==> src/verilog/ahb_pkg.sv <==
package ahb_pkg;

    // transfer kind
    typedef enum logic [1:0] {
        IDLE   = 2'b00,
        BUSY   = 2'b01,
        NONSEQ = 2'b10,
        SEQ    = 2'b11
    } htrans_t;

    // transfer size, only words are issued
    typedef enum logic [2:0] {
        SIZE_BYTE  = 3'b000,
        SIZE_HALF  = 3'b001,
        SIZE_WORD  = 3'b010,
        SIZE_DWORD = 3'b011
    } hsize_t;

    // master to slave signals
    // hwdata belongs to the data phase, the rest to the address phase
    typedef struct packed {
        logic [31:0] haddr;
        htrans_t     htrans;
        hsize_t      hsize;
        logic        hwrite;
        logic [31:0] hwdata;
    } ahb_m2s_t;

endpackage

==> src/verilog/xfer_pkg.sv <==
package xfer_pkg;

    // client request, addr is word aligned
    typedef struct packed {
        logic        write;
        logic [31:0] addr;
        logic [31:0] wdata;
    } xfer_req_t;

    // completion back to the client
    typedef struct packed {
        logic        write;
        logic        err;
        logic [31:0] rdata;
    } xfer_cpl_t;

endpackage

==> src/verilog/ahb_swc_master.sv <==
module ahb_swc_master (
    input  logic                hclk,
    input  logic                hrstn,
    input  xfer_pkg::xfer_req_t head,
    input  logic                not_empty,
    output logic                pop,
    output ahb_pkg::ahb_m2s_t   bus,
    input  logic                hready,
    input  logic                hresp,
    input  logic [31:0]         hrdata,
    output logic                cpl_valid,
    output xfer_pkg::xfer_cpl_t cpl
);
    import ahb_pkg::*;

    typedef enum logic [1:0] {
        S_IDLE,
        S_SETUP,
        S_WAIT
    } state_t;

    state_t      state;
    state_t      next_state;
    logic        load;
    logic [31:0] a_addr;
    logic        a_write;
    logic [31:0] a_wdata;
    logic        a_active;
    logic        a_wr_pend;
    logic        a_rd_pend;
    logic        d_wr_pend;
    logic        d_rd_pend;
    logic        d_done;
    logic [31:0] hwdata_q;

    always_ff @(posedge hclk) begin
        if (!hrstn) begin
            state <= S_IDLE;
        end else begin
            state <= next_state;
        end
    end

    // an accepted address phase always drops back to idle, since the
    // queue head only moves on at the pop edge
    always_comb begin
        next_state = state;
        case (state)
            S_IDLE: begin
                if (hresp) begin
                    next_state = S_IDLE;
                end else if (not_empty) begin
                    next_state = S_SETUP;
                end else begin
                    next_state = S_IDLE;
                end
            end
            S_SETUP, S_WAIT: begin
                if (hresp) begin
                    // error in the data phase, drop the pipelined request
                    next_state = S_IDLE;
                end else if (!hready) begin
                    next_state = S_WAIT;
                end else begin
                    next_state = S_IDLE;
                end
            end
            default: next_state = S_IDLE;
        endcase
    end

    assign load      = (state == S_IDLE) && (next_state == S_SETUP);
    assign a_active  = (state != S_IDLE);
    assign a_wr_pend = a_active && a_write;
    assign a_rd_pend = a_active && !a_write;

    // address phase buffer
    always_ff @(posedge hclk) begin
        if (!hrstn) begin
            a_addr  <= '0;
            a_write <= 1'b0;
        end else if (load) begin
            a_addr  <= head.addr;
            a_write <= head.write;
        end
    end

    always_ff @(posedge hclk) begin
        if (load) begin
            a_wdata <= head.wdata;
        end
    end

    // direction moves into the data phase with hready
    always_ff @(posedge hclk) begin
        if (!hrstn) begin
            d_wr_pend <= 1'b0;
            d_rd_pend <= 1'b0;
        end else if (hready) begin
            d_wr_pend <= a_wr_pend;
            d_rd_pend <= a_rd_pend;
        end
    end

    always_ff @(posedge hclk) begin
        if (hready) begin
            hwdata_q <= a_wdata;
        end
    end

    always_comb begin
        bus.haddr  = a_addr;
        bus.htrans = a_active ? NONSEQ : IDLE;
        bus.hsize  = SIZE_WORD;
        bus.hwrite = a_write;
        bus.hwdata = hwdata_q;
    end

    assign pop    = a_active && hready && !hresp;
    assign d_done = hready && (d_wr_pend || d_rd_pend);

    always_ff @(posedge hclk) begin
        if (!hrstn) begin
            cpl_valid <= 1'b0;
        end else begin
            cpl_valid <= d_done;
        end
    end

    always_ff @(posedge hclk) begin
        if (d_done) begin
            cpl.write <= d_wr_pend;
            cpl.err   <= hresp;
            cpl.rdata <= d_rd_pend ? hrdata : '0;
        end
    end

    // held address phase may only be cut short by an error response
    addr_stable_a: assert property (
        @(posedge hclk) disable iff (!hrstn)
        (bus.htrans != IDLE) && !hready && !hresp |=>
            $stable(bus.haddr) && $stable(bus.htrans) && $stable(bus.hwrite)
    ) else $error("ahb_swc_master: address phase changed during wait");

    // only IDLE or NONSEQ, and nothing new in the second error cycle
    htrans_kind_a: assert property (
        @(posedge hclk) disable iff (!hrstn)
        (bus.htrans inside {IDLE, NONSEQ}) &&
            !(hresp && hready && (bus.htrans != IDLE))
    ) else $error("ahb_swc_master: htrans not allowed in this cycle");

    // issue bubble after each pop allows at most two completions in a row
    cpl_strobe_a: assert property (
        @(posedge hclk) disable iff (!hrstn)
        cpl_valid ##1 cpl_valid |=> !cpl_valid
    ) else $error("ahb_swc_master: cpl_valid held for three cycles");

endmodule

==> config.mk <==
export PLATFORM = sky130hd
export DESIGN_NAME = ahb_swc_master
export DESIGN_NICKNAME = d
export VERILOG_FILES = /design/src/verilog/ahb_pkg.sv /design/src/verilog/xfer_pkg.sv /design/src/verilog/ahb_swc_master.sv
export SDC_FILE = /design/constraint.sdc
export NUM_CORES = 1
export LEC_CHECK = 0
export BUFFER_PORTS_ARGS = -buffer_cell sky130_fd_sc_hd__buf_4
export CAP_MARGIN = 20
export CORE_MARGIN = 4
export CORE_UTILIZATION = 47
export DETAILED_ROUTE_END_ITERATION = 8
export PLACE_DENSITY = 0.79
export REMOVE_ABC_BUFFERS = 1
export SKIP_LAST_GASP = 1
export SLEW_MARGIN = 40
export SYNTH_ARGS = -nofsm -noshare
export SYNTH_HDL_FRONTEND = slang
export SYNTH_SLANG_ARGS = --single-unit
export TNS_END_PERCENT = 50
==> constraint.sdc <==
create_clock -name hclk -period 2.16 [get_ports hclk]
set_clock_uncertainty 0.15 [all_clocks]
set_input_delay 0.108 -clock hclk [delete_from_list [all_inputs] [get_ports hclk]]
set_output_delay 0.108 -clock hclk [all_outputs]
set_load 0.01 [all_outputs]
==> results_dict.tcl <==
set metrics [dict create \
    clkSinkCount 136 \
    post_drt_via_cell_ratio 4.55 \
    fillers 472 \
    cts.path.max_buffers 2 \
    period_share_pct 88.3 \
    postSynthCellCount 310 \
    setup_viol 0 \
    fmax_mhz 525 \
    areaGrowthSynthToFinish_pct 72.1 \
    grt_usage_pct 23.2 \
    synth_seq_cells 136 \
    core_um2 9860 \
    yosysTopAreaCell "edfxtp_1" \
    cts_max_level 4 \
    power.leakage_nw 3.35 \
    maxCapViolCount 0 \
    cts_buffers 17 \
    outcome "finished, final reports clean" \
    ys_top_cells_by_count "edfxtp_1, nand2_1, dfxtp_1" \
    cpPeakStageDelay_ps 350 \
    ys_top_cells_by_area "edfxtp_1, dfxtp_1, mux2i_1" \
    yosys.cell_types.count 20 \
    synth_top_area_share_pct 61.5 \
    drc_errors 0 \
    hold_ws_ps 147 \
    wire_per_inst_um 17.1 \
    final-instance-count-excl-fill 791 \
    postCtsSetupRepairBufs 0 \
    syn_area_per_cell_um2 15.4 \
    post-route-min-period_ps 1910 \
    start_util_pct 48.5 \
    yosysMostFrequentCell "edfxtp_1" \
    hold_class "in2reg" \
    cp-end-kind "output port" \
    ctsRootBufferMaster "clkbuf_8" \
    syn-cell-area_um2 4790 \
    critPathKind "reg2out" \
    slew_viol_final 0 \
    first_global_vias 3894 \
    die_h_um 109 \
    yosysWarnings 0 \
    grt_max_degree 72 \
    rsz0062_at_grt "no" \
    fin_nets 748 \
    rows 36 \
    clk_pin_slew_ps 60 \
    crit_chain "inv_1 > ha_1 > nor3b_1 > buf_4" \
    register_area_um2 3700 \
    portBuffers 203 \
    tightest_slew_ps 662 \
    synth_edf_count 98 \
    crit_fanout 5 \
    drive_gt1_share_pct 36.5 \
    synth_ff_type "edfxtp_1" \
    cts_tree "built" \
    critPathLaunchType "flip-flop" \
    cp_slowest_cell "dfxtp_1" \
    cp_num_buf_inv 2 \
    cp.required_ps 1900 \
    p_per_area_nw_per_um2 782 \
    fp.dieW_um 109 \
    postRouteAntennaNets 0 \
    first_pass_iters 4 \
    maxSlewHeadroom_pct 55.8 \
    overflow 0 \
    antenna_found_initial 1 \
    finalHoldViolations 0 \
    cts_resized 0 \
    clock_latency_ps 500 \
    path_delay_family "flip-flops" \
    peakVddDrop_mv 0.515 \
    ys_seq_area_share_pct 77.4 \
    vias 3602 \
    fin_total_pwr_mw 6.44 \
    drt-total-wl_um 13500 \
    dp.cells 632 \
    r2r_slack_ps 290 \
    gp_congestion 0.750 \
    fin_area_um2 8240 \
    placed_area_um2 6380 \
    dp_hpwl_um 7320 \
    die-area_um2 11900 \
    cp_data_arrival_time_ps 1650 \
    drt_iter0_drc 161 \
    grt_pass1_wl_um 20200 \
    multi_input_area_um2 925 \
    postCtsHoldBufs 126 \
    io_pins 208 \
    synthArstFlopShare_pct 0 \
]
-- flip-flops by register name, summed over array words and instances, names as in the netlist --
name       count
a_addr        32
d_wr_pend      1
d_rd_pend      1
hwdata_q      32
cpl           34
state          2
a_write        1
cpl_valid      1
a_wdata       32
-- metrics by stage --
step / utilization, % / setup WS, ps / setup TNS (ps)
after floorplan: - / -2350 / -152340
after global placement: 64.7 / 397 / 0
after detailed placement: 64.7 / 292 / 0
after CTS: 83.5 / 289 / 0
after global routing: 83.5 / 154 / 0
final: 83.5 / 253 / 0
-- layer usage --
metal / GRT usage (%) / routed length (um)
met1: 25.2 / 4920
met5: 0 / 0
met3: 5.03 / 683
met2: 42.7 / 7560
met4: 11.0 / 342
-- cell families (layout without fill, tap and decap cells) --
family | Yosys count | in the layout | share of synthesized area, %
compound gates | 3 | 3 | 0.549
fa+ha+maj | 2 | 2 | 0.523
buf+inv | 25 | 370 | 3.61
flops | 136 | 136 | 77.4
mux | 34 | 34 | 7.11
other cells | 2 | 5 | 0.157
simple gates | 108 | 108 | 10.7
-- tightest hold or removal path, cell delays in order --
cell and delay (ps):
buf_4 110, nand2_1 120, a211oi_4 70, buf_12 190
-- worst paths after layout --
path,startpoint,endpoint,cells after the start
hold / removal,not_empty,a_wdata[16]$_DFFE_PP_,4
setup / recovery,state[0]$_SDFF_PN0_,pop,4
setup reg to reg,state[0]$_SDFF_PN0_,a_addr[1]$_SDFFE_PN0P_,6
hold reg to reg,a_wdata[6]$_DFFE_PP_,hwdata_q[6]$_DFFE_PP_,0
-- placed cells by master, fill, tap and decap left out --
cell type,count
buf_4,207
dlygate4sd3_1,126
edfxtp_1,98
nand2_1,68
dfxtp_1,38
mux2i_1,34
and2_1,34
clkbuf_16,16
inv_1,4
conb_1,4
clkinvlp_4,4
inv_6,3
bufinv_16,3
nor3b_1,2
ha_1,2
clkinv_4,2
clkinv_1,2
diode_2,1
nor2_2,1
a211oi_4,1
o21a_1,1
and4b_2,1
o22ai_1,1
nor2_1,1
nor2b_1,1
clkbuf_8,1
clkbuf_1,1
buf_12,1
-- power by group --
part	internal (mW)	switching [mW]	total [mW]
registers	2.90	0.0424	2.94
logic	0.397	0.251	0.648
clock network	1.76	1.09	2.85
-- final cells by class --
type	instances	area share (%)
inverter	4	0.182
sequential	136	45.0
multi-input combinational	151	11.2
clock buffer	18	5.07
timing repair buffer	334	34.4
tap	133	2.02
clock inverter	14	2.08
antenna	1	0.0304
No activity file was read; power rests on OpenSTA's default activity.
