===== src/verilog/xfer_pkg.sv =====
package xfer_pkg;

    // client request, addr is word aligned
    typedef struct packed {
        logic        write;
        logic [31:0] addr;
        logic [31:0] wdata;
    } xfer_req_t;

    // completion back to the client
    typedef struct packed {
        logic        write;
        logic        err;
        logic [31:0] rdata;
    } xfer_cpl_t;

endpackage


===== src/verilog/req_queue.sv =====
module req_queue #(
    parameter int QUEUE_DEPTH = 4
) (
    input  logic                hclk,
    input  logic                hrstn,
    input  logic                push,
    input  xfer_pkg::xfer_req_t push_req,
    input  logic                pop,
    output xfer_pkg::xfer_req_t head,
    output logic                not_empty
);
    import xfer_pkg::*;

    localparam int PTR_W = (QUEUE_DEPTH > 1) ? $clog2(QUEUE_DEPTH) : 1;
    localparam logic [PTR_W-1:0] LAST_PTR = PTR_W'(QUEUE_DEPTH - 1);
    localparam logic [PTR_W:0] FULL_CNT = (PTR_W + 1)'(QUEUE_DEPTH);

    xfer_req_t        entries [QUEUE_DEPTH];
    logic [PTR_W-1:0] wr_ptr;
    logic [PTR_W-1:0] rd_ptr;
    logic [PTR_W:0]   count;
    logic             full;

    // pointers wrap at the depth, which need not be a power of two
    always_ff @(posedge hclk) begin
        if (!hrstn) begin
            wr_ptr <= '0;
            rd_ptr <= '0;
            count  <= '0;
        end else begin
            if (push) begin
                wr_ptr <= (wr_ptr == LAST_PTR) ? '0 : wr_ptr + 1'b1;
            end
            if (pop) begin
                rd_ptr <= (rd_ptr == LAST_PTR) ? '0 : rd_ptr + 1'b1;
            end
            case ({push, pop})
                2'b10:   count <= count + 1'b1;
                2'b01:   count <= count - 1'b1;
                default: count <= count;
            endcase
        end
    end

    always_ff @(posedge hclk) begin
        if (push) begin
            entries[wr_ptr] <= push_req;
        end
    end

    assign head      = entries[rd_ptr];
    assign not_empty = (count != '0);
    assign full      = (count == FULL_CNT);

    // client keeps no more requests outstanding than the depth
    push_when_full_a: assert property (
        @(posedge hclk) disable iff (!hrstn)
        push |-> !full
    ) else $error("req_queue: push while full");

    // master pops only a head it has put on the bus
    pop_when_empty_a: assert property (
        @(posedge hclk) disable iff (!hrstn)
        pop |-> not_empty
    ) else $error("req_queue: pop while empty");

endmodule


===== config.mk =====
export PLATFORM = sky130hd
export DESIGN_NAME = req_queue
export DESIGN_NICKNAME = d
export VERILOG_FILES = /design/src/verilog/xfer_pkg.sv /design/src/verilog/req_queue.sv
export SDC_FILE = /design/constraint.sdc
export NUM_CORES = 1
export LEC_CHECK = 0
export BUFFER_PORTS_ARGS = -buffer_cell sky130_fd_sc_hd__buf_2
export CORE_MARGIN = 5
export CORE_UTILIZATION = 50
export DETAILED_ROUTE_END_ITERATION = 10
export MAX_ROUTING_LAYER = met4
export PLACE_DENSITY_LB_ADDON = 0.2
export SETUP_SLACK_MARGIN = 0.5
export SKIP_LAST_GASP = 1
export SYNTH_ARGS = -nofsm -noshare
export SYNTH_HDL_FRONTEND = slang
export SYNTH_SLANG_ARGS = --single-unit
export TNS_END_PERCENT = 50

===== constraint.sdc =====
create_clock -name hclk -period 6.89 [get_ports hclk]
set_clock_uncertainty 0.2 [all_clocks]
set_input_delay 0.3445 -clock hclk [delete_from_list [all_inputs] [get_ports hclk]]
set_output_delay 0.3445 -clock hclk [all_outputs]
set_load 0.005 [all_outputs]

==> results of run 1 <==
==> sequential cells by signal, indices dropped and copies added (netlist names), named ones only <==
signal   flops
entries    260
count        3
rd_ptr       2
wr_ptr       2
==> synth_stat cells (2+ instances only) <==
master	number
sky130_fd_sc_hd__edfxtp_1	260
sky130_fd_sc_hd__mux4_2	65
sky130_fd_sc_hd__dfxtp_1	9
sky130_fd_sc_hd__buf_2	6
sky130_fd_sc_hd__ha_1	6
sky130_fd_sc_hd__and2_1	5
sky130_fd_sc_hd__buf_12	5
sky130_fd_sc_hd__nor2b_1	5
sky130_fd_sc_hd__inv_1	3
sky130_fd_sc_hd__mux2i_1	3
sky130_fd_sc_hd__nor3b_1	2
sky130_fd_sc_hd__or3_1	2
sky130_fd_sc_hd__xnor2_1	2
==> per-stage QoR <==
step                       util  power [mW]  instances  hold WS [ns]  area [um^2]
after global routing      0.627        3.62        880        0.0146        12200
after global placement    0.552        2.18        767         0.271        10700
final                     0.627        3.47        880        0.0313        12200
after detailed placement  0.552        2.19        767         0.300        10700
after floorplan               -        2.07        381         0.243         9870
after CTS                 0.627        3.52        880      0.000189        12200
==> report_power, final <==
part	total [mW]	leakage (nW)	internal (mW)	switching [mW]
logic	0.274	1.29	0.153	0.122
registers	1.90	2.46	1.87	0.0354
clock network	1.30	0.382	0.751	0.546
total	3.47	4.14	2.77	0.703
==> kinds of logic after synthesis <==
kind of cell	Yosys count	synth area share
DFF	269	0.809
muxes	68	0.151
buffers and inverters	17	0.0166
and+or+nand+nor	14	0.00912
adders and majority gates	7	0.00963
xor gates and xnor gates	2	0.00177
AOI/OAI and AO/OA	4	0.00253
==> worst min-delay path: cells and delay by family <==
family	cells	cell delay (ns)
buf+inv	1	0.15
mux	1	0.09
simple gates	1	0.11
==> timing repair <==
item | CTS | global route
endpoints found under the hold margin | 269 | 0
resized for setup | 0 | 0
hold buffers | 66 | 0
==> final cells by class <==
type,count,area (um^2)
clock buffer,34,702
clock inverter,13,83.8
fill,1369,7270
inverter,3,11.3
multi-input combinational,95,1730
sequential,269,8000
tap,265,332
timing repair buffer,201,1340
==> layer usage <==
metal | track usage | wire, um | part of all wire | vias to the layer above
li1 | - | - | - | 2060
met1 | 0.215 | 7290 | 0.42 | 2347
met2 | 0.265 | 8860 | 0.51 | 130
met3 | 0.0319 | 1080 | 0.062 | 28
met4 | 0.0361 | 297 | 0.017 | 0
met5 | - | 0 | 0 | -
==> worst paths after layout <==
kind / startpoint / to / slack (ns) / cells after the start
setup / recovery: flop / head[8] / 3.60 / 3
hold / removal: push / wr_ptr[1] / 0.03 / 3
setup reg to reg: wr_ptr[0] / entries[3][0] / 4.81 / 2
hold reg to reg: count[2] / count[2] / 0.31 / 2
==> run summary, run 1 <==
status -> complete, no violations
count of flip-flops with a built-in enable after synthesis -> 260
Rows -> 51
clock transition at the registers of the reported paths -> 0.06 ns
count of clock tree sinks -> 269
Final TNS setup -> 0 ns
leading cell types in the layout, fill and taps excluded -> sky130_fd_sc_hd__edfxtp_1 (260), sky130_fd_sc_hd__buf_2 (134), sky130_fd_sc_hd__dlygate4sd3_1 (66), sky130_fd_sc_hd__mux4_2 (65), sky130_fd_sc_hd__clkbuf_16 (27)
fin nets -> 672
distinct cell type count of the synthesized netlist -> 21
final number of max-transition violations -> 0
die height -> 151 um
Vias -> 4565
worst IR drop on VDD -> 0.215 mV
share of the synthesized area in the top cell type -> 0.791
area of the die -> 22700 um^2
Gate Count Post-Synth -> 381
leakage power -> 4.14 nW
clock tree from TritonCTS -> yes
first-iteration detailed-routing DRC count -> 222
required time at the endpoint of the critical path -> 6.35 ns
number of levels the H-tree was split into -> 1
Crit Path Max Fanout -> 35
power density normalized to cell area -> 285 nW/um^2
number of endpoints failing setup at the final stage -> 0
Buf/Inv on CP -> 2
crit path launch type -> flop
count of maximum capacitance violations -> 0
achievable frequency -> 304 MHz
cell area after synthesis -> 9870 um^2
DRT antenna net count -> 0
IO Count -> 135
global-route wire length before repair -> 27.2 mm
synth-to-layout area growth -> 23.5%
longest individual stage delay on the worst path -> 0.78 ns
Horiz. Die Dim -> 151 um
biggest area consumer among synthesized cells -> sky130_fd_sc_hd__edfxtp_1
final critical-path required period -> 3.29 ns
Critical Path Slowest Stage Cell -> sky130_fd_sc_hd__dfxtp_4
drt pass-1 iters -> 4
clock latency reported for the late side of the worst-skew pair -> 0.50 ns
cell-by-cell trace of the critical path -> buf_4 > mux4_2 > buf_2
unrepaired setup endpoints after global routing -> false
Worst Tran Pin Value -> 1.01 ns
pin count of the biggest net entering global routing -> 66
top flip-flop cell by instance count after synthesis -> sky130_fd_sc_hd__edfxtp_1
CTS root buffer -> sky130_fd_sc_hd__clkbuf_16
Max transition margin -> 0.325
syn nets -> 457
area of the core -> 19500 um^2
GPL Wtd Cong -> 0.697
cell family with most CP delay -> buffers and inverters
half-perimeter wire length of the detailed placement result -> 9.84 mm
Seq/Total Area, Yosys -> 0.809
gr usage total -> 0.162
Crit Path Category -> reg -> out
antenna violations before repair -> 0
ranking of synthesized cells by area -> sky130_fd_sc_hd__edfxtp_1 (79%), sky130_fd_sc_hd__mux4_2 (15%), sky130_fd_sc_hd__dfxtp_1 (1.8%)
hold violation total from the final report -> 0
Post-CTS Setup Bufs -> 0
number of clock buffers inserted by TritonCTS -> 26
via count of the first global-routing pass -> 4953
global route total overflow -> 0
post-synthesis register bit count -> 269
layout cell share with drive strength beyond 1 -> 0.389
worst slack at placement -> 4.00 ns
Hold WC Path Type -> in -> reg
wire length per cell after detailed routing -> 19.9 um
category of the worst setup path capture point -> primary output
post-route worst setup slack -> 3.60 ns
most common library cell in the layout ignoring fill and taps -> sky130_fd_sc_hd__edfxtp_1
Residual DRC -> 0
Final Routed Wirelength -> 17.5 mm
via density per instance -> 5.19
final worst path period share -> 0.478
warning count from the yosys run -> 0
Bufs on Longest Clock Path -> 3
number of antenna diodes -> 0
mean instance size in the synthesized netlist -> 25.9 um^2
I/O Buffers -> 134
ys async rst share -> 0
Initial Utilization -> 0.507
Critical Path AT -> 2.75 ns
(Power assumes the default switching activity.)
==> inputs of run 2 (changes only) <==
--- a/config.mk
+++ b/config.mk
@@ -5,6 +5,7 @@
 export SDC_FILE = /design/constraint.sdc
 export NUM_CORES = 1
 export LEC_CHECK = 0
+export ABC_AREA = 1
 export BUFFER_PORTS_ARGS = -buffer_cell sky130_fd_sc_hd__buf_2
 export CORE_MARGIN = 5
 export CORE_UTILIZATION = 50
==> constraint.sdc (replaced) <==
create_clock -name hclk -period 3.1 [get_ports hclk]
set_clock_uncertainty 0.2 [all_clocks]
set_input_delay 0.155 -clock hclk [delete_from_list [all_inputs] [get_ports hclk]]
set_output_delay 0.155 -clock hclk [all_outputs]
set_load 0.005 [all_outputs]
==> run 2 against run 1 <==
Compared with the run above: cell count increased by 34%; synthesized cell count is 81% higher; sequential share of layout area shrank 3.4 points; hold slack improved by 0.16 ns; routed wire length rose by 27%; critical path depth rose by 1; setup slack got worse by 3.0 ns; non-clock buffer count rose by 15; critical endpoint is now head[16].
==> run summary, run 2 <==
share of power burned in combinational logic -> 0.104 (was 0.079)
count of maximum capacitance violations -> 0 (unchanged)
cell-by-cell trace of the critical path -> buf_4 > o21ai_0 > o22ai_1 > buf_2 (was buf_4 > mux4_2 > buf_2)
distinct cell type count of the synthesized netlist -> 23 (was 21)
main combinational cell family by area after synthesis -> compound AO/OA/AOI/OAI gates (was multiplexers)
Final TNS setup -> 0 ns (unchanged)
area of the core -> 20400 um^2 (was 19500 um^2)
Final Routed Wirelength -> 22.2 mm (was 17.5 mm)
GPL Wtd Cong -> 0.746 (was 0.697)
adder and majority cell fraction of the synthesized area -> 0.00913 (was 0.00963)
P_sw -> 1.82 mW (was 0.703 mW)
layout cell share with drive strength beyond 1 -> 0.261 (was 0.389)
drt pass-1 iters -> 4 (unchanged)
IO Count -> 135 (unchanged)
filler cell count -> 1502 (was 1369)
first-iteration detailed-routing DRC count -> 360 (was 222)
via count of the first global-routing pass -> 6633 (was 4953)
Gate Count Post-Synth -> 689 (was 381)
Vias -> 6347 (was 4565)
CTS root buffer -> sky130_fd_sc_hd__clkbuf_16 (unchanged)
most repeated cell in the gate-level netlist after synthesis -> sky130_fd_sc_hd__edfxtp_1 (unchanged)
power density normalized to cell area -> 643 nW/um^2 (was 285 nW/um^2)
complex-gate fraction of the synthesized area -> 0.119 (was 0.00253)
syn nets -> 765 (was 457)
Rows -> 52 (was 51)
Residual DRC -> 0 (unchanged)
count of flip-flops with a built-in enable after synthesis -> 260 (unchanged)
wire length per cell after detailed routing -> 18.8 um (was 19.9 um)
biggest registers after layout -> entries: 260 flops, count: 3 flops (unchanged)
top cells by instance count after synthesis -> sky130_fd_sc_hd__edfxtp_1 (260), sky130_fd_sc_hd__nor2_1 (120), sky130_fd_sc_hd__o21ai_0 (94) (was sky130_fd_sc_hd__edfxtp_1 (260), sky130_fd_sc_hd__mux4_2 (65), sky130_fd_sc_hd__dfxtp_1 (9))
half-perimeter wire length of the detailed placement result -> 12.5 mm (was 9.84 mm)
worst IR drop on VDD -> 0.491 mV (was 0.215 mV)
Post-CTS Setup Bufs -> 0 (unchanged)
number of clock buffers inserted by TritonCTS -> 27 (was 26)
ys async rst share -> 0 (unchanged)
antenna violations before repair -> 1 (was 0)
total instance count after detailed placement -> 1065 (was 767)
hold violation total from the final report -> 0 (unchanged)
gr usage total -> 0.189 (was 0.162)
Initial Utilization -> 0.511 (was 0.507)
cell family with most CP delay -> buffers and inverters (unchanged)
warning count from the yosys run -> 0 (unchanged)
Max transition margin -> 0.515 (was 0.325)
leakage power -> 4.55 nW (was 4.14 nW)
I/O Buffers -> 134 (unchanged)
DRT antenna net count -> 0 (unchanged)
ranking of synthesized cells by area -> sky130_fd_sc_hd__edfxtp_1 (75%), sky130_fd_sc_hd__o21ai_0 (4.5%), sky130_fd_sc_hd__nor2_1 (4.3%) (was sky130_fd_sc_hd__edfxtp_1 (79%), sky130_fd_sc_hd__mux4_2 (15%), sky130_fd_sc_hd__dfxtp_1 (1.8%))
Bufs on Longest Clock Path -> 3 (unchanged)
most common library cell in the layout ignoring fill and taps -> sky130_fd_sc_hd__edfxtp_1 (unchanged)
Crit Path Category -> reg -> out (unchanged)
area of the die -> 23800 um^2 (was 22700 um^2)
achievable frequency -> 402 MHz
part of the total power dissipated in the clock network -> 0.385 (was 0.374)
Crit Path Max Fanout -> 65 (was 35)
switching fraction of total power -> 0.220 (was 0.203)
number of endpoints failing setup at the final stage -> 0 (unchanged)
number of levels the H-tree was split into -> 1 (unchanged)
Critical Path AT -> 2.13 ns (was 2.75 ns)
global route total overflow -> 0 (unchanged)
clock latency reported for the late side of the worst-skew pair -> 0.51 ns (was 0.50 ns)
Critical Path Slowest Stage Cell -> sky130_fd_sc_hd__buf_4 (was sky130_fd_sc_hd__dfxtp_4)
worst hold-check slack -> 0.194 ns (was 0.0313 ns)
post-synthesis register bit count -> 269 (unchanged)
xor-xnor portion of the synthesized cell area -> 0.000841 (was 0.00177)
fin nets -> 968 (was 672)
category of the worst setup path capture point -> primary output (unchanged)
Buf/Inv on CP -> 2 (unchanged)
number of flip-flops under the largest register name -> 260 (unchanged)
cell area after synthesis -> 10400 um^2 (was 9870 um^2)
internal power -> 6.45 mW (was 2.77 mW)
crit path launch type -> flop (unchanged)
final worst path period share -> 0.802
longest individual stage delay on the worst path -> 0.57 ns (was 0.78 ns)
clock tree from TritonCTS -> yes (unchanged)
Worst Tran Pin Value -> 0.728 ns (was 1.01 ns)
clock transition at the registers of the reported paths -> 0.06 ns (about the same)
unrepaired setup endpoints after global routing -> true (was false)
Hold WC Path Type -> in -> reg (unchanged)
leading cell types in the layout, fill and taps excluded -> sky130_fd_sc_hd__edfxtp_1 (260), sky130_fd_sc_hd__buf_2 (134), sky130_fd_sc_hd__nor2_1 (120), sky130_fd_sc_hd__o21ai_0 (94), sky130_fd_sc_hd__dlygate4sd3_1 (68) (was sky130_fd_sc_hd__edfxtp_1 (260), sky130_fd_sc_hd__buf_2 (134), sky130_fd_sc_hd__dlygate4sd3_1 (66), sky130_fd_sc_hd__mux4_2 (65), sky130_fd_sc_hd__clkbuf_16 (27))
top flip-flop cell by instance count after synthesis -> sky130_fd_sc_hd__edfxtp_1 (unchanged)
synth-to-layout area growth -> 23.4% (was 23.5%)
Seq/Total Area, Yosys -> 0.767 (was 0.809)
global-route wire length before repair -> 35.1 mm (was 27.2 mm)
share of the synthesized area in the top cell type -> 0.750 (was 0.791)
mean instance size in the synthesized netlist -> 15.1 um^2 (was 25.9 um^2)
count of clock tree sinks -> 269 (unchanged)
post-synthesis mux area share -> 0 (was 0.151)
Reg power frac -> 0.511 (was 0.548)
required time at the endpoint of the critical path -> 2.74 ns (was 6.35 ns)
area occupied by registers -> 7990 um^2 (was 8000 um^2)
pin count of the biggest net entering global routing -> 131 (was 66)
Horiz. Die Dim -> 154 um (was 151 um)
final critical-path required period -> 2.49 ns
multi-input gate area in the final layout -> 2070 um^2 (was 1730 um^2)
biggest area consumer among synthesized cells -> sky130_fd_sc_hd__edfxtp_1 (unchanged)
Post-Synth Simple-Gate Area -> 0.0699 (was 0.00912)
via density per instance -> 5.37 (was 5.19)
die height -> 154 um (was 151 um)
number of standard cells in the final layout excluding fillers -> 1183 (was 880)
top register by number of flip-flops -> entries (unchanged)
status -> complete, no violations (unchanged)
final number of max-transition violations -> 0 (unchanged)
==> run 2: power by group through the flow <==
stage          clock, mW  sequential, mW  combinational, mW
6_report            3.18            4.22              0.861
5_1_grt             3.41            4.24              0.955
4_1_cts             3.26            4.22              0.880
3_5_place_dp           0            4.30              0.808
3_3_place_gp           0            4.29              0.783
2_1_floorplan          0            4.30              0.463
==> run 2: what timing repair did <==
action | in CTS | in global routing
resized for setup | 0 | 1
hold endpoints to repair | 269 | 0
setup endpoints to repair | 0 | 21
hold buffers | 68 | 0
==> run 2: per-stage QoR <==
step / power, mW / cell area (um^2) / worst slack [ns] / util
6_report: 8.26 / 12800 / 0.614 / 0.631
5_1_grt: 8.60 / 12800 / 0.467 / 0.631
4_1_cts: 8.36 / 12800 / 0.531 / 0.631
3_5_place_dp: 5.11 / 11300 / 1.08 / 0.554
3_3_place_gp: 5.07 / 11300 / 1.11 / 0.554
2_1_floorplan: 4.76 / 10400 / 0.639 / -
==> run 2: final timing paths <==
kind	startpoint	end	slack [ns]	cells after the start
max	flop	head[16]	0.61	4
min	push_req[20]	entries[0][20]	0.19	2
max reg2reg	wr_ptr[0]	entries[3][58]	1.13	4
min reg2reg	rd_ptr[1]	flop	0.33	2
==> run 2: kinds of logic after synthesis <==
logic type | Yosys count
flip-flops | 269
AO/OA/AOI/OAI | 202
AND/OR/NAND/NOR | 153
buffers and inverters | 57
adder cells (fa/ha/maj) | 7
XOR/XNOR | 1
==> run 2: worst reg2reg max path: cells and delay by family, from the launching register on <==
kind / cells / cell delay, ns
buffers and inverters: 2 / 0.82
DFF: 1 / 0.40
adders and majority gates: 1 / 0.18
and+or+nand+nor: 1 / 0.06
==> run 2: cell type report <==
type                       count  area share
tap                          270      0.0263
clock inverter                15      0.0135
inverter                      15     0.00497
multi-input combinational    363       0.161
antenna                        1    0.000195
sequential                   269       0.622
clock buffer                  34      0.0546
timing repair buffer         216       0.117
==> run 2: routing by layer <==
layer / global-route usage / vias to the layer above / share of wire
met5: - / - / 0
met3: 0.0268 / 36 / 0.049
met2: 0.329 / 168 / 0.52
met1: 0.234 / 3148 / 0.41
met4: 0.0500 / 0 / 0.018
li1: - / 2995 / -
